### config.mk
export PLATFORM = sky130hd
export DESIGN_NAME = dcache_wbuf
export DESIGN_NICKNAME = d
export VERILOG_FILES = /design/src/verilog/wbuf_pkg.sv /design/src/verilog/wbuf_store_if.sv /design/src/verilog/wbuf_ctrl.sv /design/src/verilog/wbuf_queue.sv /design/src/verilog/wbuf_bypass.sv /design/src/verilog/wbuf_snoop.sv /design/src/verilog/dcache_wbuf.sv
export SDC_FILE = /design/constraint.sdc
export NUM_CORES = 1
export LEC_CHECK = 0
export BUFFER_PORTS_ARGS = -buffer_cell sky130_fd_sc_hd__buf_4
export CELL_PAD_IN_SITES_DETAIL_PLACEMENT = 1
export CELL_PAD_IN_SITES_GLOBAL_PLACEMENT = 1
export CORE_MARGIN = 10
export CORE_UTILIZATION = 48
export CTS_CLUSTER_SIZE = 12
export DETAILED_ROUTE_END_ITERATION = 16
export GPL_ROUTABILITY_DRIVEN = 0
export PLACE_DENSITY = 0.83
export SYNTH_ARGS = -nofsm -noshare
export SYNTH_HDL_FRONTEND = slang
export SYNTH_HIERARCHICAL = 1
export SYNTH_SLANG_ARGS = --single-unit
export TNS_END_PERCENT = 5
### constraint.sdc
create_clock -name clk_i -period 8.67 [get_ports clk_i]
set_input_delay 0.867 -clock clk_i [delete_from_list [all_inputs] [get_ports clk_i]]
set_output_delay 0.867 -clock clk_i [all_outputs]
set_load 0.02 [all_outputs]
### src/verilog/wbuf_pkg.sv
// Geometry fixed at 32-bit words, 8 ways of 64 sets and a 22-bit physical address
package wbuf_pkg;

  // ============================================================
  // Cache geometry
  // ============================================================
  localparam int data_width_lp   = 32;
  localparam int byte_width_lp   = 8;
  localparam int mask_width_lp   = data_width_lp / byte_width_lp;  // One bit per byte
  localparam int paddr_width_lp  = 22;
  localparam int ways_lp         = 8;
  localparam int sets_lp         = 64;

  localparam int byte_offset_width_lp  = $clog2(mask_width_lp);
  // A block holds one word per way
  localparam int word_offset_width_lp  = $clog2(ways_lp);
  localparam int block_offset_width_lp = word_offset_width_lp + byte_offset_width_lp;
  localparam int index_width_lp        = $clog2(sets_lp);
  localparam int tag_width_lp          = paddr_width_lp - index_width_lp
                                         - block_offset_width_lp;
  localparam int way_width_lp          = $clog2(ways_lp);
  localparam int word_addr_width_lp    = paddr_width_lp - byte_offset_width_lp;

  // Packed width of one held store, without its valid flag
  localparam int entry_width_lp = paddr_width_lp + data_width_lp + mask_width_lp
                                  + way_width_lp;

  // ============================================================
  // Occupancy encodings
  // ============================================================
  localparam logic [1:0] occ_empty_lp = 2'd0;
  localparam logic [1:0] occ_one_lp   = 2'd1;
  localparam logic [1:0] occ_two_lp   = 2'd2;

  // ============================================================
  // Physical address, cache view and word view
  // ============================================================
  typedef union packed {
    struct packed {
      logic [tag_width_lp-1:0]          tag;
      logic [index_width_lp-1:0]        index;
      logic [block_offset_width_lp-1:0] block_offset;
    } cache;  // Used by snoop
    struct packed {
      logic [word_addr_width_lp-1:0]    word_addr;
      logic [byte_offset_width_lp-1:0]  byte_offset;
    } word;   // Used by bypass
  } paddr_u;

endpackage

### src/verilog/wbuf_store_if.sv
// One store of the write buffer; v qualifies all other fields in the same cycle
`timescale 1ns/100ps

interface wbuf_store_if
  import wbuf_pkg::*;
();

  logic                     v;
  paddr_u                   addr;
  logic [data_width_lp-1:0] data;
  logic [mask_width_lp-1:0] mask;   // Byte enables
  logic [way_width_lp-1:0]  way;

  // Producer side
  modport src (
    output v,
    output addr,
    output data,
    output mask,
    output way
  );

  // Consumer side
  modport dst (
    input v,
    input addr,
    input data,
    input mask,
    input way
  );

endinterface

### src/verilog/wbuf_ctrl.sv
// Occupancy FSM for two entries; a store offered while full with yumi_i low is lost
`timescale 1ns/100ps

module wbuf_ctrl
  import wbuf_pkg::*;
(
  input  logic      clk_i,
  input  logic      reset_i,
  input  logic      yumi_i,
  wbuf_store_if.dst in_store,
  output logic      v_o,
  output logic      empty_o,
  output logic      el0_en_o,
  output logic      el1_en_o,
  output logic      mux0_sel_o,
  output logic      mux1_sel_o,
  output logic      el0_valid_o,
  output logic      el1_valid_o
);

  logic [1:0] occ_r;
  logic [1:0] occ_n;

  // ============================================================
  // Decode of occupancy
  // ============================================================
  always_comb begin
    v_o         = 1'b0;
    empty_o     = 1'b0;
    el0_en_o    = 1'b0;
    el1_en_o    = 1'b0;
    mux0_sel_o  = 1'b0;
    mux1_sel_o  = 1'b0;
    el0_valid_o = 1'b0;
    el1_valid_o = 1'b0;
    case (occ_r)
      occ_empty_lp: begin
        v_o      = in_store.v;                // Pass-through
        empty_o  = 1'b1;
        el1_en_o = in_store.v & ~yumi_i;      // Park store if not taken
      end
      occ_one_lp: begin
        v_o         = 1'b1;
        mux1_sel_o  = 1'b1;
        el1_valid_o = 1'b1;
        el0_en_o    = in_store.v & ~yumi_i;   // Newest behind el1
        el1_en_o    = in_store.v & yumi_i;    // Replace drained head
      end
      occ_two_lp: begin
        v_o         = 1'b1;
        mux0_sel_o  = 1'b1;
        mux1_sel_o  = 1'b1;
        el0_valid_o = 1'b1;
        el1_valid_o = 1'b1;
        el0_en_o    = in_store.v & yumi_i;
        el1_en_o    = yumi_i;                 // el0 shifts up
      end
      default: begin
      end
    endcase
  end

  // Plus one per arriving store, minus one per drain
  assign occ_n = occ_r + {1'b0, in_store.v} - {1'b0, v_o & yumi_i};

  always_ff @(posedge clk_i) begin
    if (reset_i) begin
      occ_r <= occ_empty_lp;
    end else begin
      occ_r <= occ_n;
    end
  end

endmodule

### src/verilog/wbuf_queue.sv
// Two-entry store storage without reset; entry contents are only meaningful when flagged valid
`timescale 1ns/100ps

module wbuf_queue
  import wbuf_pkg::*;
(
  input  logic                     clk_i,
  wbuf_store_if.dst                in_store,
  input  logic                     el0_en_i,
  input  logic                     el1_en_i,
  input  logic                     mux0_sel_i,
  input  logic                     mux1_sel_i,
  input  logic                     el0_valid_i,
  input  logic                     el1_valid_i,
  wbuf_store_if.src                el0,
  wbuf_store_if.src                el1,
  output paddr_u                   addr_o,
  output logic [data_width_lp-1:0] data_o,
  output logic [mask_width_lp-1:0] mask_o,
  output logic [way_width_lp-1:0]  way_o
);

  logic [entry_width_lp-1:0] in_word;
  logic [entry_width_lp-1:0] el0_r;   // Newer held store
  logic [entry_width_lp-1:0] el1_r;   // Oldest held store
  logic [entry_width_lp-1:0] el1_n;
  logic [entry_width_lp-1:0] out_word;

  assign in_word = {in_store.addr, in_store.data, in_store.mask, in_store.way};

  // ============================================================
  // Storage and shift path
  // ============================================================
  assign el1_n = mux0_sel_i ? el0_r : in_word;

  always_ff @(posedge clk_i) begin
    if (el0_en_i) begin
      el0_r <= in_word;
    end
    if (el1_en_i) begin
      el1_r <= el1_n;
    end
  end

  // ============================================================
  // Drain side
  // ============================================================
  // Head entry, or the arriving store when nothing is held
  assign out_word = mux1_sel_i ? el1_r : in_word;

  assign {addr_o, data_o, mask_o, way_o} = out_word;

  // Held entries for lookups
  assign el0.v = el0_valid_i;
  assign {el0.addr, el0.data, el0.mask, el0.way} = el0_r;

  assign el1.v = el1_valid_i;
  assign {el1.addr, el1.data, el1.mask, el1.way} = el1_r;

endmodule

### src/verilog/wbuf_bypass.sv
// Load bypass merge; result registers on bypass_v_i and lanes without a hit read as zero
`timescale 1ns/100ps

module wbuf_bypass
  import wbuf_pkg::*;
(
  input  logic                     clk_i,
  input  logic                     reset_i,
  input  logic                     bypass_v_i,
  input  paddr_u                   bypass_addr_i,
  wbuf_store_if.dst                in_store,
  wbuf_store_if.dst                el0,
  wbuf_store_if.dst                el1,
  output logic [data_width_lp-1:0] bypass_data_o,
  output logic [mask_width_lp-1:0] bypass_mask_o
);

  logic                     hit_in;
  logic                     hit_el0;
  logic                     hit_el1;
  logic [mask_width_lp-1:0] sel_in;
  logic [mask_width_lp-1:0] sel_el0;
  logic [mask_width_lp-1:0] sel_el1;
  logic [mask_width_lp-1:0] mask_n;
  logic [data_width_lp-1:0] data_n;

  // ============================================================
  // Word match per entry
  // ============================================================
  assign hit_in  = in_store.v
                   & (in_store.addr.word.word_addr == bypass_addr_i.word.word_addr);
  assign hit_el0 = el0.v & (el0.addr.word.word_addr == bypass_addr_i.word.word_addr);
  assign hit_el1 = el1.v & (el1.addr.word.word_addr == bypass_addr_i.word.word_addr);

  assign sel_in  = {mask_width_lp{hit_in}} & in_store.mask;
  assign sel_el0 = {mask_width_lp{hit_el0}} & el0.mask;
  assign sel_el1 = {mask_width_lp{hit_el1}} & el1.mask;

  assign mask_n = sel_in | sel_el0 | sel_el1;

  // Newest writer per byte lane
  always_comb begin
    data_n = '0;
    for (int b = 0; b < mask_width_lp; b++) begin
      if (sel_in[b]) begin
        data_n[b*byte_width_lp +: byte_width_lp] = in_store.data[b*byte_width_lp +: byte_width_lp];
      end else if (sel_el0[b]) begin
        data_n[b*byte_width_lp +: byte_width_lp] = el0.data[b*byte_width_lp +: byte_width_lp];
      end else if (sel_el1[b]) begin
        data_n[b*byte_width_lp +: byte_width_lp] = el1.data[b*byte_width_lp +: byte_width_lp];
      end
    end
  end

  // ============================================================
  // Result register
  // ============================================================
  always_ff @(posedge clk_i) begin
    if (reset_i) begin
      bypass_data_o <= '0;
      bypass_mask_o <= '0;
    end else if (bypass_v_i) begin
      bypass_data_o <= data_n;
      bypass_mask_o <= mask_n;
    end
  end

endmodule

### src/verilog/wbuf_snoop.sv
// Combinational snoop on set index and way only; the tag is not compared
`timescale 1ns/100ps

module wbuf_snoop
  import wbuf_pkg::*;
(
  input  logic [index_width_lp-1:0] snoop_index_i,
  input  logic [way_width_lp-1:0]   snoop_way_i,
  wbuf_store_if.dst                 in_store,
  wbuf_store_if.dst                 el0,
  wbuf_store_if.dst                 el1,
  output logic                      snoop_match_o
);

  logic match_in;
  logic match_el0;
  logic match_el1;

  function automatic logic entry_match(input logic                    v,
                                       input paddr_u                  addr,
                                       input logic [way_width_lp-1:0] way);
    return v & (addr.cache.index == snoop_index_i) & (way == snoop_way_i);
  endfunction

  assign match_in  = entry_match(in_store.v, in_store.addr, in_store.way);  // Arriving store
  assign match_el0 = entry_match(el0.v, el0.addr, el0.way);
  assign match_el1 = entry_match(el1.v, el1.addr, el1.way);

  assign snoop_match_o = match_in | match_el0 | match_el1;

endmodule

### src/verilog/dcache_wbuf.sv
// Data cache store write buffer; caller must not offer a store while two are held and yumi_i is low
`timescale 1ns/100ps

module dcache_wbuf
  import wbuf_pkg::*;
(
  input  logic                      clk_i,
  input  logic                      reset_i,
  // Incoming store
  input  logic                      v_i,
  input  logic [paddr_width_lp-1:0] addr_i,
  input  logic [data_width_lp-1:0]  data_i,
  input  logic [mask_width_lp-1:0]  mask_i,
  input  logic [way_width_lp-1:0]   way_i,
  // Drain to the data array
  output logic                      v_o,
  output logic [paddr_width_lp-1:0] addr_o,
  output logic [data_width_lp-1:0]  data_o,
  output logic [mask_width_lp-1:0]  mask_o,
  output logic [way_width_lp-1:0]   way_o,
  input  logic                      yumi_i,
  output logic                      empty_o,
  // Load bypass
  input  logic                      bypass_v_i,
  input  logic [paddr_width_lp-1:0] bypass_addr_i,
  output logic [data_width_lp-1:0]  bypass_data_o,
  output logic [mask_width_lp-1:0]  bypass_mask_o,
  // Coherence snoop
  input  logic [index_width_lp-1:0] snoop_index_i,
  input  logic [way_width_lp-1:0]   snoop_way_i,
  output logic                      snoop_match_o
);

  logic el0_en;
  logic el1_en;
  logic mux0_sel;
  logic mux1_sel;
  logic el0_valid;
  logic el1_valid;

  wbuf_store_if in_store ();
  wbuf_store_if el0 ();
  wbuf_store_if el1 ();

  assign in_store.v    = v_i;
  assign in_store.addr = addr_i;
  assign in_store.data = data_i;
  assign in_store.mask = mask_i;
  assign in_store.way  = way_i;

  // ============================================================
  // Control and storage
  // ============================================================
  wbuf_ctrl ctrl (
    .clk_i       (clk_i),
    .reset_i     (reset_i),
    .yumi_i      (yumi_i),
    .in_store    (in_store),
    .v_o         (v_o),
    .empty_o     (empty_o),
    .el0_en_o    (el0_en),
    .el1_en_o    (el1_en),
    .mux0_sel_o  (mux0_sel),
    .mux1_sel_o  (mux1_sel),
    .el0_valid_o (el0_valid),
    .el1_valid_o (el1_valid)
  );

  wbuf_queue queue (
    .clk_i       (clk_i),
    .in_store    (in_store),
    .el0_en_i    (el0_en),
    .el1_en_i    (el1_en),
    .mux0_sel_i  (mux0_sel),
    .mux1_sel_i  (mux1_sel),
    .el0_valid_i (el0_valid),
    .el1_valid_i (el1_valid),
    .el0         (el0),
    .el1         (el1),
    .addr_o      (addr_o),
    .data_o      (data_o),
    .mask_o      (mask_o),
    .way_o       (way_o)
  );

  // ============================================================
  // Lookups
  // ============================================================
  wbuf_bypass bypass (
    .clk_i         (clk_i),
    .reset_i       (reset_i),
    .bypass_v_i    (bypass_v_i),
    .bypass_addr_i (bypass_addr_i),
    .in_store      (in_store),
    .el0           (el0),
    .el1           (el1),
    .bypass_data_o (bypass_data_o),
    .bypass_mask_o (bypass_mask_o)
  );

  wbuf_snoop snoop (
    .snoop_index_i (snoop_index_i),
    .snoop_way_i   (snoop_way_i),
    .in_store      (in_store),
    .el0           (el0),
    .el1           (el1),
    .snoop_match_o (snoop_match_o)
  );

endmodule

==> results.txt <==
----------------------------------------------------
[Global routing]
  Overall routing resource usage ... 22.8%
  Largest net degree at the start of global routing ... 55
  First-pass GRT wire length ... 44.0 mm
  Number of global-route vias before repair ... 7304
  Final global-route overflow total ... 0
  Antenna violations before repair ... 1

[Cells and area]
  Fraction of layout instances using a drive strength above 1 ... 43.1%
  Layout Cells excl Fill ... 1086
  Post-synthesis to final-layout area growth ... 22.0%
  Net count of the finished layout ... 941

[Drt]
  Met3 Routed Length ... 2.07 mm
  Detailed-routing wirelength on met1 ... 11.7 mm
  First-pass DRT Iterations ... 5
  Post-route ant nets ... 0
  Highest routing layer actually used ... met4
  DR vias/cell ... 6.05
  Total length of routed met2 wires ... 15.0 mm
  Routed wire per std cell ... 26.9 um
  Violation count after the first detailed-route iteration ... 513
  Vias post-DR ... 6565
  DRC violation count after routing ... 0
  Final WL ... 29.2 mm

[Yosys]
  Synth Instances ... 659
  Share of flip-flops with an asynchronous set or reset ... 0%
  Synth Warn # ... 6
  Post-synthesis xor/xnor area fraction ... 8.24%
  Distinct cells, synth ... 42
  Share of the yosys chip area belonging to registers ... 48.1%
  Net count after synthesis ... 762
  Register bit total from synthesis ... 160
  Post-synthesis adder-cell area fraction ... 0.816%
  Synth Cell Area ... 9200 sq um
  Synthesized area divided by synthesized cell count ... 14.0 sq um
  Dominant combinational cell family by area after synthesis ... multiplexers
  Synthesized-area fraction occupied by and/or/nand/nor cells ... 8.68%
  Compound-Gate Fraction of Synth Area ... 8.95%
  Portion of netlist area occupied by mux cells ... 19.9%
  Post-synth EDFFs ... 122
  Prevailing post-synth register cell ... sky130_fd_sc_hd__edfxtp_1

[Worst setup path]
  Kind of end point of the critical path ... primary output
  Start-to-end type of the worst setup path ... reg2out
  Maximum fanout along the worst path ... 54
  RR Startpoint ... ctrl/occ_r[1]$_SDFF_PP0_
  CP Data Arrival Time ... 2.90 ns
  WP data required ... 7.80 ns
  Critical path startpoint category ... flop
  Launch point of the critical path ... ctrl/occ_r[1]$_SDFF_PP0_

[CTS]
  Buffer levels on the longest clock path ... 2
  Number of buffers created by CTS ... 17
  Clock latency on the worst-skew pair ... 0.43 ns
  Clock root buffer ... sky130_fd_sc_hd__clkbuf_16
  CTS tree ... yes
  H-tree Lvls ... 4
  Clock-pin slew on the worst setup and hold paths ... 0.07 ns
  Number of clock sinks ... 160
  Post-CTS Hold Buffers ... 0
  Number of instances resized during post-cts repair ... 0
  Buffers inserted by post-CTS timing repair ... 0

[Floorplanning]
  Placement Rows ... 50
  Ports ... 197
  Area enclosed by the die boundary ... 25100 sq um
  Horiz. Die Dim ... 158 um
  Floorplan core area ... 18800 sq um
  Starting Density ... 49.0%
  Die span in y ... 158 um

[Power]
  Tot Pwr ... 0.00322 W
  Pwr/cell area ... 287 nW/um^2
  Leak ... 4.61 nW
  Peak ir drop on the vdd network ... 0.158 mV

[Timing]
  Final-report max-slew violation count ... 0
  Final Cycle Share ... 43.5%
  Slew @ Worst Pin ... 1.30 ns
  Number of failing hold endpoints at the final stage ... 0
  Setup violation total in the final timing report ... 0
  Worst clock skew on the final layout ... 0.0114 ns
  F_max ... 265 MHz
  Total negative slack ... 0 ns
  Post-route minimum period ... 3.77 ns
  Max-Slew Margin vs Limit ... 13.3%
  Worst slack on hold paths ... 0.489 ns
  RSZ-0062 raised after global routing ... no
  Final setup margin ... 4.90 ns

[Placed design]
  Number of cells in the design after placement ... 1053
  Pre-CTS WS ... 4.88 ns
  HPWL after detailed placement ... 19.9 mm
  Count of buffers inserted at the top-level ports ... 194

[Hold path]
  Worst min-delay path category ... reg2reg
  Launch instance of the worst min-delay path ... bypass/bypass_data_o[6]$_SDFFE_PP0P_

[Job]
  Max-Cap Viols ... 0

[Status]
  Run status ... finished clean

----------------------------------------------------
[flip-flops by register name (all words and copies together) (netlist names)]
name	cells
queue/el0_r	61
queue/el1_r	61
bypass/bypass_data_o	32
ctrl/occ_r	2
bypass/bypass_mask_o	4
[cell usage after synthesis (5+ instances only)]
library cell               number  share of area (%)
sky130_fd_sc_hd__edfxtp_1     122                 40
sky130_fd_sc_hd__mux2_4       120                 20
sky130_fd_sc_hd__xnor2_1       52                5.0
sky130_fd_sc_hd__nor2_1        39                1.6
sky130_fd_sc_hd__dfxtp_1       38                8.3
sky130_fd_sc_hd__xor2_1        32                3.0
sky130_fd_sc_hd__nand4_1       28                1.9
sky130_fd_sc_hd__inv_1         20               0.82
sky130_fd_sc_hd__a22o_1        16                1.5
sky130_fd_sc_hd__a41o_1        16                1.7
sky130_fd_sc_hd__and4_1        16                1.5
sky130_fd_sc_hd__clkbuf_1      16               0.65
sky130_fd_sc_hd__o21a_1        16                1.3
sky130_fd_sc_hd__o221a_1       16                2.0
sky130_fd_sc_hd__o311ai_1      16                1.5
sky130_fd_sc_hd__buf_12        12                2.6
sky130_fd_sc_hd__nand3_1       10               0.54
sky130_fd_sc_hd__nor4_1         9               0.61
sky130_fd_sc_hd__nand2_1        7               0.29
sky130_fd_sc_hd__ha_1           6               0.82
sky130_fd_sc_hd__buf_2          5               0.27
sky130_fd_sc_hd__buf_4          5               0.41
[metrics by stage]
stage                     instance area, sq um  utilization, %
after CTS                                11200            59.8
after floorplan                           9200               -
final                                    11200            59.8
after global placement                   10700            56.8
after global routing                     11200            59.8
after detailed placement                 10700            56.8
[critical path: stages, from the launching register on]
cell and delay, ns:
sky130_fd_sc_hd__dfxtp_1 0.43, sky130_fd_sc_hd__inv_1 0.12, sky130_fd_sc_hd__ha_4 0.41, sky130_fd_sc_hd__buf_4 0.87
sky130_fd_sc_hd__mux2_2 0.45, sky130_fd_sc_hd__buf_4 0.16
[cells in the final DEF, fill, tap and decap left out, drive strengths merged]
master	Yosys	layout
a21oi	4	4
a222oi	1	1
a22o	16	16
a311oi	4	4
a41o	16	16
and2	4	4
and3	4	4
and4	16	16
buf	26	202
clkbuf	16	21
clkinv	0	5
clkinvlp	0	5
dfxtp	38	38
diode	0	1
edfxtp	122	122
ha	6	6
inv	22	23
mux2	122	122
mux2i	1	1
nand2	7	7
nand2b	2	2
nand3	14	14
nand4	28	28
nor2	39	39
nor2b	2	2
nor3b	1	1
nor4	11	11
nor4b	1	1
o21a	16	16
o21ai	1	1
o221a	16	16
o22ai	2	2
o311ai	16	16
xnor2	52	52
xnor3	1	1
xor2	32	32
[where the power goes]
group | switching [W] | internal [W]
Clock | 0.000333 | 0.000400
Combinational | 0.000713 | 0.000682
Sequential | 0.0000957 | 0.000995
[layout make-up]
cell class,count,area (sq um)
Clock buffer,21,482
Sequential cell,160,4420
Clock inverter,11,81.3
Inverter,22,82.6
Multi-Input combinational cell,435,4340
Timing Repair Buffer,202,1520
Antenna cell,1,2.50
Tap cell,234,293
Fill cell,1869,7550
[final timing paths]
check / to / slack [ns] / cells after the start
min reg2reg: bypass/bypass_data_o[6]$_SDFFE_PP0P_ / 0.49 / 1
min: bypass/bypass_data_o[6]$_SDFFE_PP0P_ / 0.49 / 1
max reg2reg: bypass/bypass_mask_o[3]$_SDFFE_PP0P_ / 5.16 / 7
max: addr_o[21] / 4.90 / 5
[routing by layer]
| metal | up-vias | GRT usage [%] |
|---|---|---|
| met5 | - | 0 |
| met4 | 0 | 6.84 |
| met3 | 39 | 5.21 |
| met2 | 255 | 39.8 |
| met1 | 3373 | 27.4 |
| li1 | 2898 | - |
[cell families (layout without fill, tap and decap cells)]
logic type / after synthesis / count (layout)
XOR/XNOR: 85 / 85
adder cells (fa/ha/maj): 6 / 6
other: 0 / 1
AO/OA/AOI/OAI: 92 / 92
multiplexers: 123 / 123
buffers and inverters: 64 / 256
flip-flops: 160 / 160
AND/OR/NAND/NOR: 129 / 129
Note: power is estimated with default switching activity, not from simulation.
